[src/hw/cache_cfg.svh]
`ifndef CACHE_CFG_SVH
`define CACHE_CFG_SVH

`define CACHE_SETS  8
`define WORD_W      32
`define LINE_WORDS  4
`define ADDR_W      10
`define MEM_LINES   64
`define MEM_LATENCY 3

`define LINE_W  (`LINE_WORDS * `WORD_W)
`define OFF_W   ($clog2(`LINE_WORDS * `WORD_W / 8))
`define IDX_W   ($clog2(`CACHE_SETS))
`define TAG_W   (`ADDR_W - `IDX_W - `OFF_W)
`define LADR_W  (`ADDR_W - `OFF_W)

`endif
[src/hw/cache_pkg.sv]
`include "cache_cfg.svh"

package cache_pkg;

    typedef struct packed {
        logic               read;
        logic               write;
        logic [`ADDR_W-1:0] addr;   // Byte address, word aligned
        logic [`WORD_W-1:0] wdata;
    } cpu_req_t;

    typedef struct packed {
        logic       load_lru;
        logic       lru_set;
        logic       l2wdata_sel;    // Way that supplies write-back data
        logic       load_d0;
        logic       load_d1;
        logic       load_v0;
        logic       load_v1;
        logic       load_td0;       // Tag and line load, way 0
        logic       load_td1;
        logic       d_set0;
        logic       d_set1;
        logic       v_set0;
        logic       v_set1;
        logic [1:0] l2addr_sel;     // 0 CPU line, 1 way 0 tag, 2 way 1 tag
        logic       l2_read;
        logic       l2_write;
    } cache_ctrl_t;

    typedef struct packed {
        logic hit0;
        logic hit1;
        logic d_in0;
        logic d_in1;
        logic lru_in;   // Victim way of the addressed set
    } cache_stat_t;

    typedef struct packed {
        logic               cyc;
        logic               stb;
        logic               we;
        logic [`LADR_W-1:0] adr;    // Line address
        logic [`LINE_W-1:0] dat;
    } wb_req_t;

    typedef struct packed {
        logic               ack;
        logic [`LINE_W-1:0] dat;
    } wb_rsp_t;

endpackage : cache_pkg

[src/hw/mem_arbiter.sv]
`timescale 1ns/100ps

module mem_arbiter (
    input  logic               clk,
    input  logic               rst_n,
    input  cache_pkg::wb_req_t m0_req,
    input  cache_pkg::wb_req_t m1_req,
    output cache_pkg::wb_rsp_t m0_rsp,
    output cache_pkg::wb_rsp_t m1_rsp,
    output cache_pkg::wb_req_t s_req,
    input  cache_pkg::wb_rsp_t s_rsp
);

    logic [1:0] gnt;        // One-hot owner, zero when the bus is free
    logic [1:0] gnt_next;
    logic [1:0] cyc;
    logic       last;       // Master served most recently

    assign cyc = {m1_req.cyc, m0_req.cyc};

    always_comb begin
        if (|(gnt & cyc)) begin
            gnt_next = gnt;                     // Owner keeps the bus
        end else if (&cyc) begin
            gnt_next = last ? 2'b01 : 2'b10;
        end else begin
            gnt_next = cyc;
        end
    end

    always_ff @(posedge clk) begin
        if (!rst_n) begin
            gnt  <= 2'b00;
            last <= 1'b1;
        end else begin
            gnt <= gnt_next;
            if (gnt_next[1]) begin
                last <= 1'b1;
            end else if (gnt_next[0]) begin
                last <= 1'b0;
            end
        end
    end

    always_comb begin
        if (gnt[1]) begin
            s_req = m1_req;
        end else if (gnt[0]) begin
            s_req = m0_req;
        end else begin
            s_req = '0;                         // Idle bus
        end
    end

    // Read data goes to both, ack only to the owner
    assign m0_rsp.ack = s_rsp.ack & gnt[0];
    assign m0_rsp.dat = s_rsp.dat;
    assign m1_rsp.ack = s_rsp.ack & gnt[1];
    assign m1_rsp.dat = s_rsp.dat;

    a_owner_stable: assert property (@(posedge clk) disable iff (!rst_n)
        (|(gnt & cyc)) |=> (gnt == $past(gnt)));

endmodule : mem_arbiter

[config.mk]
export PLATFORM = sky130hd
export DESIGN_NAME = mem_arbiter
export DESIGN_NICKNAME = d
export VERILOG_FILES = /design/src/hw/cache_pkg.sv /design/src/hw/mem_arbiter.sv
export VERILOG_INCLUDE_DIRS = /design/src /design/src/hw
export SDC_FILE = /design/constraint.sdc
export NUM_CORES = 1
export LEC_CHECK = 0
export ABC_CLOCK_PERIOD_IN_PS = 1100
export BUFFER_PORTS_ARGS = -buffer_cell sky130_fd_sc_hd__clkbuf_2
export CAP_MARGIN = 20
export CORE_AREA = 4 4 312 314
export CTS_CLUSTER_DIAMETER = 60
export DETAILED_ROUTE_END_ITERATION = 8
export DIE_AREA = 0 0 316 318
export PLACE_DENSITY = 0.31
export SYNTH_ARGS = -nofsm -noshare
export SYNTH_HDL_FRONTEND = slang
export SYNTH_SLANG_ARGS = --single-unit
[constraint.sdc]
create_clock -name clk -period 1.1 [get_ports clk]
set_input_delay 0.165 -clock clk [delete_from_list [all_inputs] [get_ports clk]]
set_output_delay 0.165 -clock clk [all_outputs]
set_load 0.01 [all_outputs]
==> run metrics <==
status=finished with violations; violated checks=negative setup slack; Synth cell types=18; Hold Slack=201 ps; IO Pins=800; Max-Slew Margin vs Limit=79.5%; CTS buffer count=3; clk buf depth=2; Total Wirelength=49.3 mm; Final Setup Violations=142; RSZ-0062 raised after global routing=true; Worst setup startpoint=gnt[0]; number of iterations in the first detailed-routing pass=4; Final Hold Viols=0; initial antenna violation count=14; vias in the first global route=4473; WP depth=7; Synth Area in Compound Gates=35.2%; share of layout cells above drive strength 1=82.0%; top cell type by total area after synthesis=buf_4; Clock power frac=13.0%; Crit path max-delay family=buffers and inverters; global-route wire length before repair=56.9 mm; nets=1018; total gr overflow=0; DR WL/cell=26.2 um; combinational group share of total power=84.1%; largest net degree at the start of global routing=35; Core Region=94600 um^2; Layout area overhead=95.3%; Yosys top cell area share=54.8%; total track usage=9.07%; pre-CTS WS=-619 ps; Final GP Congestion=0.822; setup TNS=-73410 ps; flop2flop setup slack=-180 ps; worst hold path type=in2reg; Synth Register Bits=3; Max FO, Critical Path=8; Sequential Power Share=2.9%; Yosys warnings=0; CTS root buffer=clkbuf_16; H-tree depth=1; setup ws final=-647 ps; Pleak=3.09 nW; fin. max-slew vios=0; worst r2r path cells=3; final design utilization=7.24%; Skew-Pair Late Insertion Delay=220 ps; CP endpoint=s_req[72]; Die W=316 um; Post-Synth XOR/XNOR Area=0%; Post-CTS Hold Buffers=0; sw power=2.01 mW; Cell Rows=113; DRC Markers=0; Crit-path slowest cell=dfxtp_2; Via density=2.17; Die H=318 um; mux cell area share after synthesis=0%; sw frac=45.2%; most used cell, CP=buf_6; largest family of logic cells by synthesized area=buffers and inverters; dpl hpwl=45.2 mm; final cell count without fillers=1879; Synth Net Count=853; DP Area=5590 um^2; max-cap check violation count=0; DRT iter0 DRCs=75; worst slew pin tran=307 ps; Placed Cells incl. Taps=1859; Crit path buffers/inverters=5; Synth Area in Simple Gates=2.11%; highest ir drop seen on vdd=0.388 mV; die footprint=100000 um^2; total power=4.45 mW; area share of fa/ha/maj cells after synthesis=0%; clk slew on worst S/H paths=30 ps; Worst Clk Skew=1.65 ps; Clock Sinks=3; capturing point of the worst reg2reg path=gnt[1]; Crit. End Element=output port; DRT antenna net count=0; dominant cells by area after synthesis=buf_4, a22o_1, buf_6; cell count after synthesis=448; Final period util=159%; Critical Path RT=940 ps; Initial Util=3.71%; crit-path cells=nor2b_4, buf_12, buf_16, buf_6, buf_6, a22o_1, clkbuf_8; register area share after synthesis=1.71%; Setup CP Type=reg2out; Internal=2.44 mW; via count=4082; reg-to-reg critical path startpoint=gnt[1]; Final min period=1750 ps; startpoint types=flop; Post-Syn Area=3510 um^2; max incr delay on CP=310 ps; Cell Pwr Density=650 nW/um^2; port bufs=415; FMAX=572 MHz; Finished Cell Area=6850 um^2; CTS tree=yes; worst path arrival time=1580 ps; Avg Cell Area, Syn=7.83 um^2
==> flip-flops by register name, indices dropped and copies added, names as in the netlist <==
register,cells
last,1
gnt,2
==> area by class of cell <==
cell class | count | area (um^2)
Fill cell | 11200 | 87700
Tap cell | 1265 | 1580
Inverter | 2 | 7.51
Clock buffer | 4 | 78.8
Sequential cell | 3 | 65.1
Multi-Input combinational cell | 155 | 1700
Antenna cell | 2 | 5.00
Timing Repair Buffer | 448 | 3410
==> routing by layer <==
metal | global-route usage [%] | wire, um
met5 | 0 | 13
met4 | 2.54 | 1760
met3 | 3.06 | 5050
met2 | 17.3 | 25400
met1 | 9.28 | 17100
==> cells by family after synthesis <==
group / Yosys count
buffers and inverters: 290
AOI/OAI and AO/OA: 143
and+or+nand+nor: 12
DFF: 3
==> Yosys cell counts (all sizes together) <==
master / n
inv: 2
nor2b: 1
a211oi: 1
nand2: 6
buf: 282
and2: 2
o21ai: 3
a21oi: 2
nand2b: 1
o21ba: 1
dfxtp: 3
clkbuf: 6
a22o: 134
nor4b: 1
a311oi: 2
nor4bb: 1
==> cells in the final DEF (no fill, tap or decap), types with 2 or more instances in the layout <==
cell / netlist / layout
clkbuf_2: 0 / 329
a22o_1: 134 / 92
a22o_4: 0 / 42
buf_12: 0 / 28
clkbuf_8: 0 / 25
buf_6: 9 / 19
buf_8: 0 / 16
buf_4: 256 / 9
buf_16: 0 / 8
buf_2: 17 / 8
nand2_1: 6 / 5
clkbuf_16: 0 / 5
clkbuf_4: 0 / 4
o21ai_2: 0 / 3
diode_2: 0 / 2
and2_1: 2 / 2
inv_1: 2 / 2
a21oi_1: 2 / 2
==> worst min-delay path by stage <==
| stage | from | to | slack, ps | cells after the start |
|---|---|---|---|---|
| 6_report | rst_n | last | 200 | 2 |
| 5_1_grt | rst_n | last | 220 | 2 |
| 4_1_cts | rst_n | last | 200 | 2 |
| 3_5_place_dp | s_rsp[107] | m0_rsp[107] | 330 | 0 |
| 3_3_place_gp | s_rsp[107] | m0_rsp[107] | 330 | 0 |
| 2_1_floorplan | m0_req[136] | gnt[1] | 260 | 1 |
==> power by group through the flow <==
stage	Combinational [mW]	Sequential [mW]	Clock (mW)
3_5_place_dp	3.13	0.130	0
3_3_place_gp	3.15	0.131	0
5_1_grt	3.98	0.130	0.596
2_1_floorplan	1.91	0.125	0
6_report	3.74	0.130	0.578
4_1_cts	3.78	0.130	0.588
==> what timing repair did <==
| action | in CTS | in global routing |
|---|---|---|
| gates resized for setup | 160 | 65 |
| cloned | 5 | 2 |
| endpoints found under the setup margin | 142 | 142 |
| buffers inserted | 6 | 4 |
| pin swaps | 8 | 16 |
Power figures use the tool's default switching activity.
