===== src/hw/cache_cfg.svh =====
`ifndef CACHE_CFG_SVH
`define CACHE_CFG_SVH

`define CACHE_SETS  8
`define WORD_W      32
`define LINE_WORDS  4
`define ADDR_W      10
`define MEM_LINES   64
`define MEM_LATENCY 3

`define LINE_W  (`LINE_WORDS * `WORD_W)
`define OFF_W   ($clog2(`LINE_WORDS * `WORD_W / 8))
`define IDX_W   ($clog2(`CACHE_SETS))
`define TAG_W   (`ADDR_W - `IDX_W - `OFF_W)
`define LADR_W  (`ADDR_W - `OFF_W)

`endif

===== src/hw/cache_pkg.sv =====
`include "cache_cfg.svh"

package cache_pkg;

    typedef struct packed {
        logic               read;
        logic               write;
        logic [`ADDR_W-1:0] addr;   // Byte address, word aligned
        logic [`WORD_W-1:0] wdata;
    } cpu_req_t;

    typedef struct packed {
        logic       load_lru;
        logic       lru_set;
        logic       l2wdata_sel;    // Way that supplies write-back data
        logic       load_d0;
        logic       load_d1;
        logic       load_v0;
        logic       load_v1;
        logic       load_td0;       // Tag and line load, way 0
        logic       load_td1;
        logic       d_set0;
        logic       d_set1;
        logic       v_set0;
        logic       v_set1;
        logic [1:0] l2addr_sel;     // 0 CPU line, 1 way 0 tag, 2 way 1 tag
        logic       l2_read;
        logic       l2_write;
    } cache_ctrl_t;

    typedef struct packed {
        logic hit0;
        logic hit1;
        logic d_in0;
        logic d_in1;
        logic lru_in;   // Victim way of the addressed set
    } cache_stat_t;

    typedef struct packed {
        logic               cyc;
        logic               stb;
        logic               we;
        logic [`LADR_W-1:0] adr;    // Line address
        logic [`LINE_W-1:0] dat;
    } wb_req_t;

    typedef struct packed {
        logic               ack;
        logic [`LINE_W-1:0] dat;
    } wb_rsp_t;

endpackage : cache_pkg


===== src/hw/l1_cache_control.sv =====
`timescale 1ns/100ps

module l1_cache_control (
    input  logic                   clk,
    input  logic                   rst_n,
    input  cache_pkg::cpu_req_t    req,
    input  cache_pkg::cache_stat_t stat,
    input  logic                   l2_resp,
    output cache_pkg::cache_ctrl_t ctrl,
    output logic                   mem_resp
);

    typedef enum logic [1:0] {
        process_request,
        fetch_cline,
        write_back
    } state_t;

    state_t state;
    state_t next_state;
    logic   req_valid;

    assign req_valid = req.read ^ req.write;   // Both set is a no-op

    always_comb begin
        ctrl     = '0;
        mem_resp = 1'b0;
        case (state)
            process_request: begin
                if (stat.hit0 && req_valid) begin
                    if (req.write) begin
                        ctrl.d_set0   = 1'b1;
                        ctrl.load_d0  = 1'b1;
                        ctrl.load_td0 = 1'b1;   // Merge the word into way 0
                    end
                    ctrl.lru_set  = 1'b1;       // Next victim is way 1
                    ctrl.load_lru = 1'b1;
                    mem_resp      = 1'b1;
                end
                if (stat.hit1 && req_valid) begin
                    if (req.write) begin
                        ctrl.d_set1   = 1'b1;
                        ctrl.load_d1  = 1'b1;
                        ctrl.load_td1 = 1'b1;
                    end
                    ctrl.lru_set     = 1'b0;
                    ctrl.load_lru    = 1'b1;
                    ctrl.l2wdata_sel = 1'b1;
                    mem_resp         = 1'b1;
                end
            end
            fetch_cline: begin
                ctrl.l2_read = 1'b1;
                if (l2_resp) begin          // Fill lands on the ack edge
                    if (!stat.lru_in) begin
                        ctrl.v_set0   = 1'b1;
                        ctrl.load_v0  = 1'b1;
                        ctrl.load_d0  = 1'b1;
                        ctrl.load_td0 = 1'b1;
                    end else begin
                        ctrl.v_set1   = 1'b1;
                        ctrl.load_v1  = 1'b1;
                        ctrl.load_d1  = 1'b1;
                        ctrl.load_td1 = 1'b1;
                    end
                end
            end
            write_back: begin
                ctrl.l2_write    = 1'b1;
                ctrl.l2wdata_sel = stat.lru_in;
                ctrl.l2addr_sel  = stat.lru_in ? 2'b10 : 2'b01;
            end
            default: ;
        endcase
    end

    always_comb begin
        next_state = state;
        case (state)
            process_request: begin
                if (!(stat.hit0 || stat.hit1) && req_valid) begin
                    if ((stat.d_in0 && !stat.lru_in) || (stat.d_in1 && stat.lru_in)) begin
                        next_state = write_back;
                    end else begin
                        next_state = fetch_cline;
                    end
                end
            end
            fetch_cline: begin
                if (l2_resp) next_state = process_request;
            end
            write_back: begin
                if (l2_resp) next_state = fetch_cline;
            end
            default: next_state = process_request;
        endcase
    end

    always_ff @(posedge clk) begin
        if (!rst_n) begin
            state <= process_request;
        end else begin
            state <= next_state;
        end
    end

    a_no_rd_wr_overlap: assert property (@(posedge clk) disable iff (!rst_n)
        !(ctrl.l2_read && ctrl.l2_write));

endmodule : l1_cache_control


===== config.mk =====
export PLATFORM = sky130hd
export DESIGN_NAME = l1_cache_control
export DESIGN_NICKNAME = d
export VERILOG_FILES = /design/src/hw/cache_pkg.sv /design/src/hw/l1_cache_control.sv
export VERILOG_INCLUDE_DIRS = /design/src /design/src/hw
export SDC_FILE = /design/constraint.sdc
export NUM_CORES = 1
export LEC_CHECK = 0
export BUFFER_PORTS_ARGS = -buffer_cell sky130_fd_sc_hd__buf_2
export CAP_MARGIN = 0
export CORE_MARGIN = 2
export CORE_UTILIZATION = 20
export CTS_CLUSTER_DIAMETER = 40
export DETAILED_ROUTE_END_ITERATION = 6
export HOLD_SLACK_MARGIN = 0.05
export PLACE_DENSITY = 0.75
export SLEW_MARGIN = 20
export SYNTH_ARGS = -nofsm -noshare
export SYNTH_HDL_FRONTEND = slang
export SYNTH_SLANG_ARGS = --single-unit

===== constraint.sdc =====
create_clock -name clk -period 1.8 [get_ports clk]
set_clock_uncertainty 0.2 [all_clocks]
set_input_delay 0.18 -clock clk [delete_from_list [all_inputs] [get_ports clk]]
set_output_delay 0.18 -clock clk [all_outputs]
set_load 0.02 [all_outputs]

==> results.json, run 1 <==
{
  "power.total_w": 0.000247,
  "routed_wirelength_um": 785,
  "clk_pin_slew_ns": 0.03,
  "clkLatencyLatePin_ns": 0.22,
  "cts.sinks": 2,
  "p_leak_nw": 0.257,
  "clockRootBuffer": "clkbuf_4",
  "largest_reg_flops": 2,
  "place_congestion": 0.649,
  "synth_nets": 90,
  "cp_max_fo": 5,
  "drcViolationCount": 0,
  "nNetsFinal": 118,
  "cp-end-kind": "output port",
  "ant_nets": 0,
  "cp-startpoint": "l2_resp",
  "grt_pass1_vias": 307,
  "drive_above_1_share_pct": 57.8,
  "fin_crit_sh_pct": 96.8,
  "drt_iter0_markers": 3,
  "slew_headroom_pct": 83.9,
  "r2r_slack_ns": 0.65,
  "die_area_mm2": 0.00172,
  "area_growth_pct": 61.3,
  "power_density_mw_per_mm2": 543,
  "post-route-util_pct": 34.9,
  "ys_top_cells_by_area": "dfxtp_1 14%, buf_4 13%, and2_1 6.7%, nor2_1 6.7%, nand2_1 5.3%",
  "boundaryPins": 70,
  "grt_pass1_wl_um": 1170,
  "core_area_mm2": 0.00130,
  "cts.htree.levels": 1,
  "tightest_slew_ns": 0.240,
  "grt_max_degree": 9,
  "synth_cell_types": 22,
  "final_cells": 79,
  "hold_viol": 0,
  "worstSetupStartpointType": "input pin",
  "via_per_inst": 4.38,
  "post-route-min-period_ns": 1.74,
  "post_dp_cell_area_um2": 398,
  "netlist_instances": 38,
  "yosys.area.top_type_share_pct": 14.2,
  "worstSetupEndpoint": "ctrl[12]",
  "yosysWarnings": 0,
  "max-cap-violations": 0,
  "drv_slew": 0,
  "die_y_um": 41.5,
  "dpl.cell_count": 75,
  "cts_buffers": 3,
  "reg.largest.list": "state (2)",
  "r2r-start": "state[0]$_SDFFE_PN0P_",
  "synthTopCellsByCount": "5 x buf_4, 5 x nor2_1, 4 x nand2_1, 3 x and2_1",
  "ys.flop_type": "dfxtp_1",
  "std_cell_rows": 13,
  "overflow": 0,
  "diodes": 0,
  "clockBufferDepth": 2,
  "port_buffers": 27,
  "hold_ws_ns": 0.0946,
  "min_path_type": "input pin to register",
  "yosysSeqAreaShare_pct": 14.2,
  "die_x_um": 41.5,
  "synth-edff-count": 0,
  "ys_ff_latch": 2,
  "fillers": 153,
  "antenna_found_initial": 0,
  "async_reset_ff_share_pct": 0,
  "wl_per_cell_um": 9.94,
  "initial_utilization_pct": 21.6,
  "dp_hpwl_um": 620,
  "worstPathRequired_ns": 1.42,
  "top_register": "state",
  "cts_tree": "yes",
  "yosysTopAreaCell": "dfxtp_1",
  "setup_viol_count_final": 0,
  "grt_usage_pct": 8.94,
  "crit_type": "input pin to output port",
  "dr_total_vias": 346,
  "status": "complete, no violations",
  "rr_worst_depth": 3,
  "reg2reg_to": "state[0]$_SDFFE_PN0P_",
  "netlist_area_um2": 282,
  "drt-pass1-iter-count": 2,
  "cp.arrival_ns": 1.36,
  "fmax_mhz": 574,
  "vdd_drop_max_v": 0.000184,
  "syn_avg_cell_area_um2": 7.41,
  "final_area_um2": 454
}
[timing repair]
| item | CTS | global route |
|---|---|---|
| endpoints found under the setup margin | 0 | 4 |
| gates resized for setup | 0 | 6 |
| endpoints found under the hold margin | 2 | 0 |
| setup buffers | 0 | 0 |
| hold buffers | 2 | 0 |
[kinds of logic after synthesis]
logic type	synth area share, %
and+or+nand+nor	48.9
buffers and inverters	16.0
AOI/OAI and AO/OA	13.8
DFF	14.2
xor gates and xnor gates	3.11
muxes	4.00
[final cells by class]
| class | instances | area [µm²] | share of cell area, % |
|---|---|---|---|
| inverter | 2 | 7.51 | 1.65 |
| tap | 15 | 18.8 | 4.13 |
| clock buffer | 3 | 22.5 | 4.96 |
| sequential | 2 | 42.5 | 9.37 |
| multi-input combinational | 29 | 205 | 45.2 |
| timing repair buffer | 28 | 158 | 34.7 |
[per-stage QoR]
| step | worst slack (ns) | setup TNS (ns) |
|---|---|---|
| 4_1_cts | 0.0187 | 0 |
| 3_5_place_dp | 0.312 | 0 |
| 2_1_floorplan | 0.00284 | 0 |
| 3_3_place_gp | 0.335 | 0 |
| 5_1_grt | -0.0131 | -0.0229 |
| 6_report | 0.0573 | 0 |
[cell usage in the layout, fill, tap and decap left out, types with 2 or more instances in the layout]
cell type,count
buf_2,23
nor2_1,5
nand2_1,4
and2_1,3
clkbuf_4,3
buf_4,3
inv_1,2
nor3b_1,2
dlygate4sd3_1,2
dfxtp_2,2
[metal layers]
layer / vias up / share of wire [%] / GRT usage (%)
li1: 177 / - / -
met2: 19 / 53 / 14.4
met4: 0 / 0 / 7.74
met1: 150 / 35 / 7.83
met3: 0 / 12 / 5.22
met5: - / 0 / 0
[worst max-delay path, cell delays in order]
cell and delay, ns:
dlygate4sd3_1 0.61, and3_4 0.20, or2_1 0.21, buf_2 0.16
[worst min-delay path by stage]
stage | from | endpoint | slack, ns | cells past startpoint
final | stat[2] | state[0]$_SDFFE_PN0P_ | 0.09 | 3
after floorplan | l2_resp | state[1]$_SDFFE_PN0P_ | 0.1 | 1
after CTS | stat[1] | state[0]$_SDFFE_PN0P_ | 0.09 | 3
after global routing | stat[1] | state[0]$_SDFFE_PN0P_ | 0.1 | 3
after global placement | rst_n | state[0]$_SDFFE_PN0P_ | 0.23 | 3
after detailed placement | rst_n | state[0]$_SDFFE_PN0P_ | 0.25 | 3
[report_power, final]
part           internal [W]  switching (W)
Sequential        0.0000468     0.00000358
Combinational     0.0000411      0.0000573
Clock             0.0000735      0.0000245
Total              0.000161      0.0000854
Power figures use the tool's default switching activity.
==> run 2, diff against run 1 <==
--- a/config.mk
+++ b/config.mk
@@ -14,6 +14,7 @@
 export DETAILED_ROUTE_END_ITERATION = 6
 export HOLD_SLACK_MARGIN = 0.05
 export PLACE_DENSITY = 0.75
+export SETUP_SLACK_MARGIN = 0.15
 export SLEW_MARGIN = 20
 export SYNTH_ARGS = -nofsm -noshare
 export SYNTH_HDL_FRONTEND = slang
==> run 2 against run 1 <==
Effect of this change: non-clock buffer count grew 2; cell count grew 2.5%; combinational power grew 11%; highest routed layer is now met4.
==> results.json, run 2 (same netlist as run 1, synthesis figures left out) <==
{
  "hold_ws_ns": 0.0771,
  "final_area_um2": 505,
  "wl_per_cell_um": 10.4,
  "die_y_um": 41.5,
  "core_area_mm2": 0.00130,
  "rsz0062_at_grt": "yes",
  "tightest_slew_ns": 0.240,
  "ant_nets": 0,
  "drt-pass1-iter-count": 2,
  "drcViolationCount": 0,
  "die_x_um": 41.5,
  "boundaryPins": 70,
  "fillers": 136,
  "p_leak_nw": 0.275,
  "grt_pass1_vias": 345,
  "cp_max_fo": 5,
  "cts_tree": "yes",
  "fin_crit_sh_pct": 92.4,
  "setup_viol_count_final": 0,
  "worstSetupStartpointType": "register",
  "grt_pass1_wl_um": 1440,
  "post-route-util_pct": 38.8,
  "worstPathRequired_ns": 1.42,
  "top_register": "state",
  "reg.largest.list": "state (2)",
  "post_dp_cell_area_um2": 412,
  "antenna_found_initial": 0,
  "critical_path_buf_inv_count": 1,
  "die_area_mm2": 0.00172,
  "min_path_type": "input pin to register",
  "dp_hpwl_um": 602,
  "cts.sinks": 2,
  "drt_iter0_markers": 4,
  "area_growth_pct": 79.6,
  "cp.arrival_ns": 1.28,
  "crit_family": "simple AND/OR/NAND/NOR gates",
  "largest_reg_flops": 2,
  "std_cell_rows": 13,
  "vdd_drop_max_v": 0.000245,
  "grt_usage_pct": 11.1,
  "final_cell_mix": "22 x buf_2, 4 x nand2_1, 4 x nor2_1, 4 x buf_4, 3 x clkbuf_4",
  "slew_headroom_pct": 84.0,
  "overflow": 0,
  "port_buffers": 27,
  "post-route-min-period_ns": 1.66,
  "crit_type": "register to output port",
  "drv_slew": 0,
  "clockRootBuffer": "clkbuf_4",
  "diodes": 0,
  "final_cells": 81,
  "crit_chain": "nor4b_4 -> and2_4 -> o21bai_4 -> buf_6",
  "fmax_mhz": 601,
  "via_per_inst": 4.44,
  "cp-end-kind": "output port",
  "max-cap-violations": 0,
  "hold_viol": 0,
  "tns_ns": 0,
  "dpl.cell_count": 75,
  "slowest_stage": "dfxtp_4",
  "critPathMaxStageDelay_ns": 0.36,
  "nNetsFinal": 120,
  "dr_total_vias": 360,
  "mostFrequentLayoutCell": "buf_2",
  "clk_pin_slew_ns": 0.03,
  "cts_buffers": 3,
  "routed_wirelength_um": 843,
  "grt_max_degree": 8,
  "clockBufferDepth": 2,
  "power_density_mw_per_mm2": 522,
  "place_congestion": 0.662,
  "clkLatencyLatePin_ns": 0.23,
  "drive_above_1_share_pct": 65.2,
  "initial_utilization_pct": 21.6,
  "status": "complete, no violations",
  "cts.htree.levels": 1
}
run 2: metrics by stage:
step | total power (W) | setup slack, ns
after floorplan | 0.000115 | 0.100
after global placement | 0.000143 | 0.297
after detailed placement | 0.000144 | 0.267
after CTS | 0.000265 | 0.143
after global routing | 0.000283 | 0.0643
final | 0.000264 | 0.136
run 2: worst register-to-register path: stages, from the launching register on:
cell and delay (ns):
dfxtp_4 0.36, buf_4 0.15, and3b_2 0.18, o21ai_1 0.14
o31ai_2 0.09
run 2: power breakdown:
part / switching, W / internal [W]
clock: 0.0000314 / 0.0000740
sequential: 0.00000359 / 0.0000457
combinational: 0.0000598 / 0.0000495
run 2: routing by layer:
metal | track usage [%] | wire length [µm] | part of all wire [%]
met1 | 9.92 | 282 | 33
met4 | 9.68 | 14 | 1.7
met2 | 19.1 | 436 | 52
met5 | 0 | 0 | 0
met3 | 4.35 | 109 | 13
run 2: cell type report:
type                    instances  area (µm²)  area share (%)
multi-input cells              29         229            45.3
repair buffers                 30         183            36.1
flip-flops and latches          2        45.0            8.91
clock buffers                   3        22.5            4.46
well taps                      15        18.8            3.71
inverters                       2        7.51            1.49
run 2: worst paths after layout:
path / startpoint / cells past startpoint / slack (ns) / end
worst max-delay path: state[1]$_SDFFE_PN0P_ / 4 / 0.14 / ctrl[13]
worst min-delay path: stat[2] / 3 / 0.08 / state[0]$_SDFFE_PN0P_
worst max register to register: state[1]$_SDFFE_PN0P_ / 4 / 0.57 / state[0]$_SDFFE_PN0P_
worst min register to register: state[1]$_SDFFE_PN0P_ / 3 / 0.47 / state[0]$_SDFFE_PN0P_
run 2: repair_timing:
item | 4_1_cts | 5_1_grt
resized for setup | 11 | 2
pin swaps | 3 | 1
endpoints found under the hold margin | 2 | 0
setup endpoints to repair | 4 | 5
setup buffers | 1 | 0
hold buffers | 2 | 0
gates cloned | 0 | 0
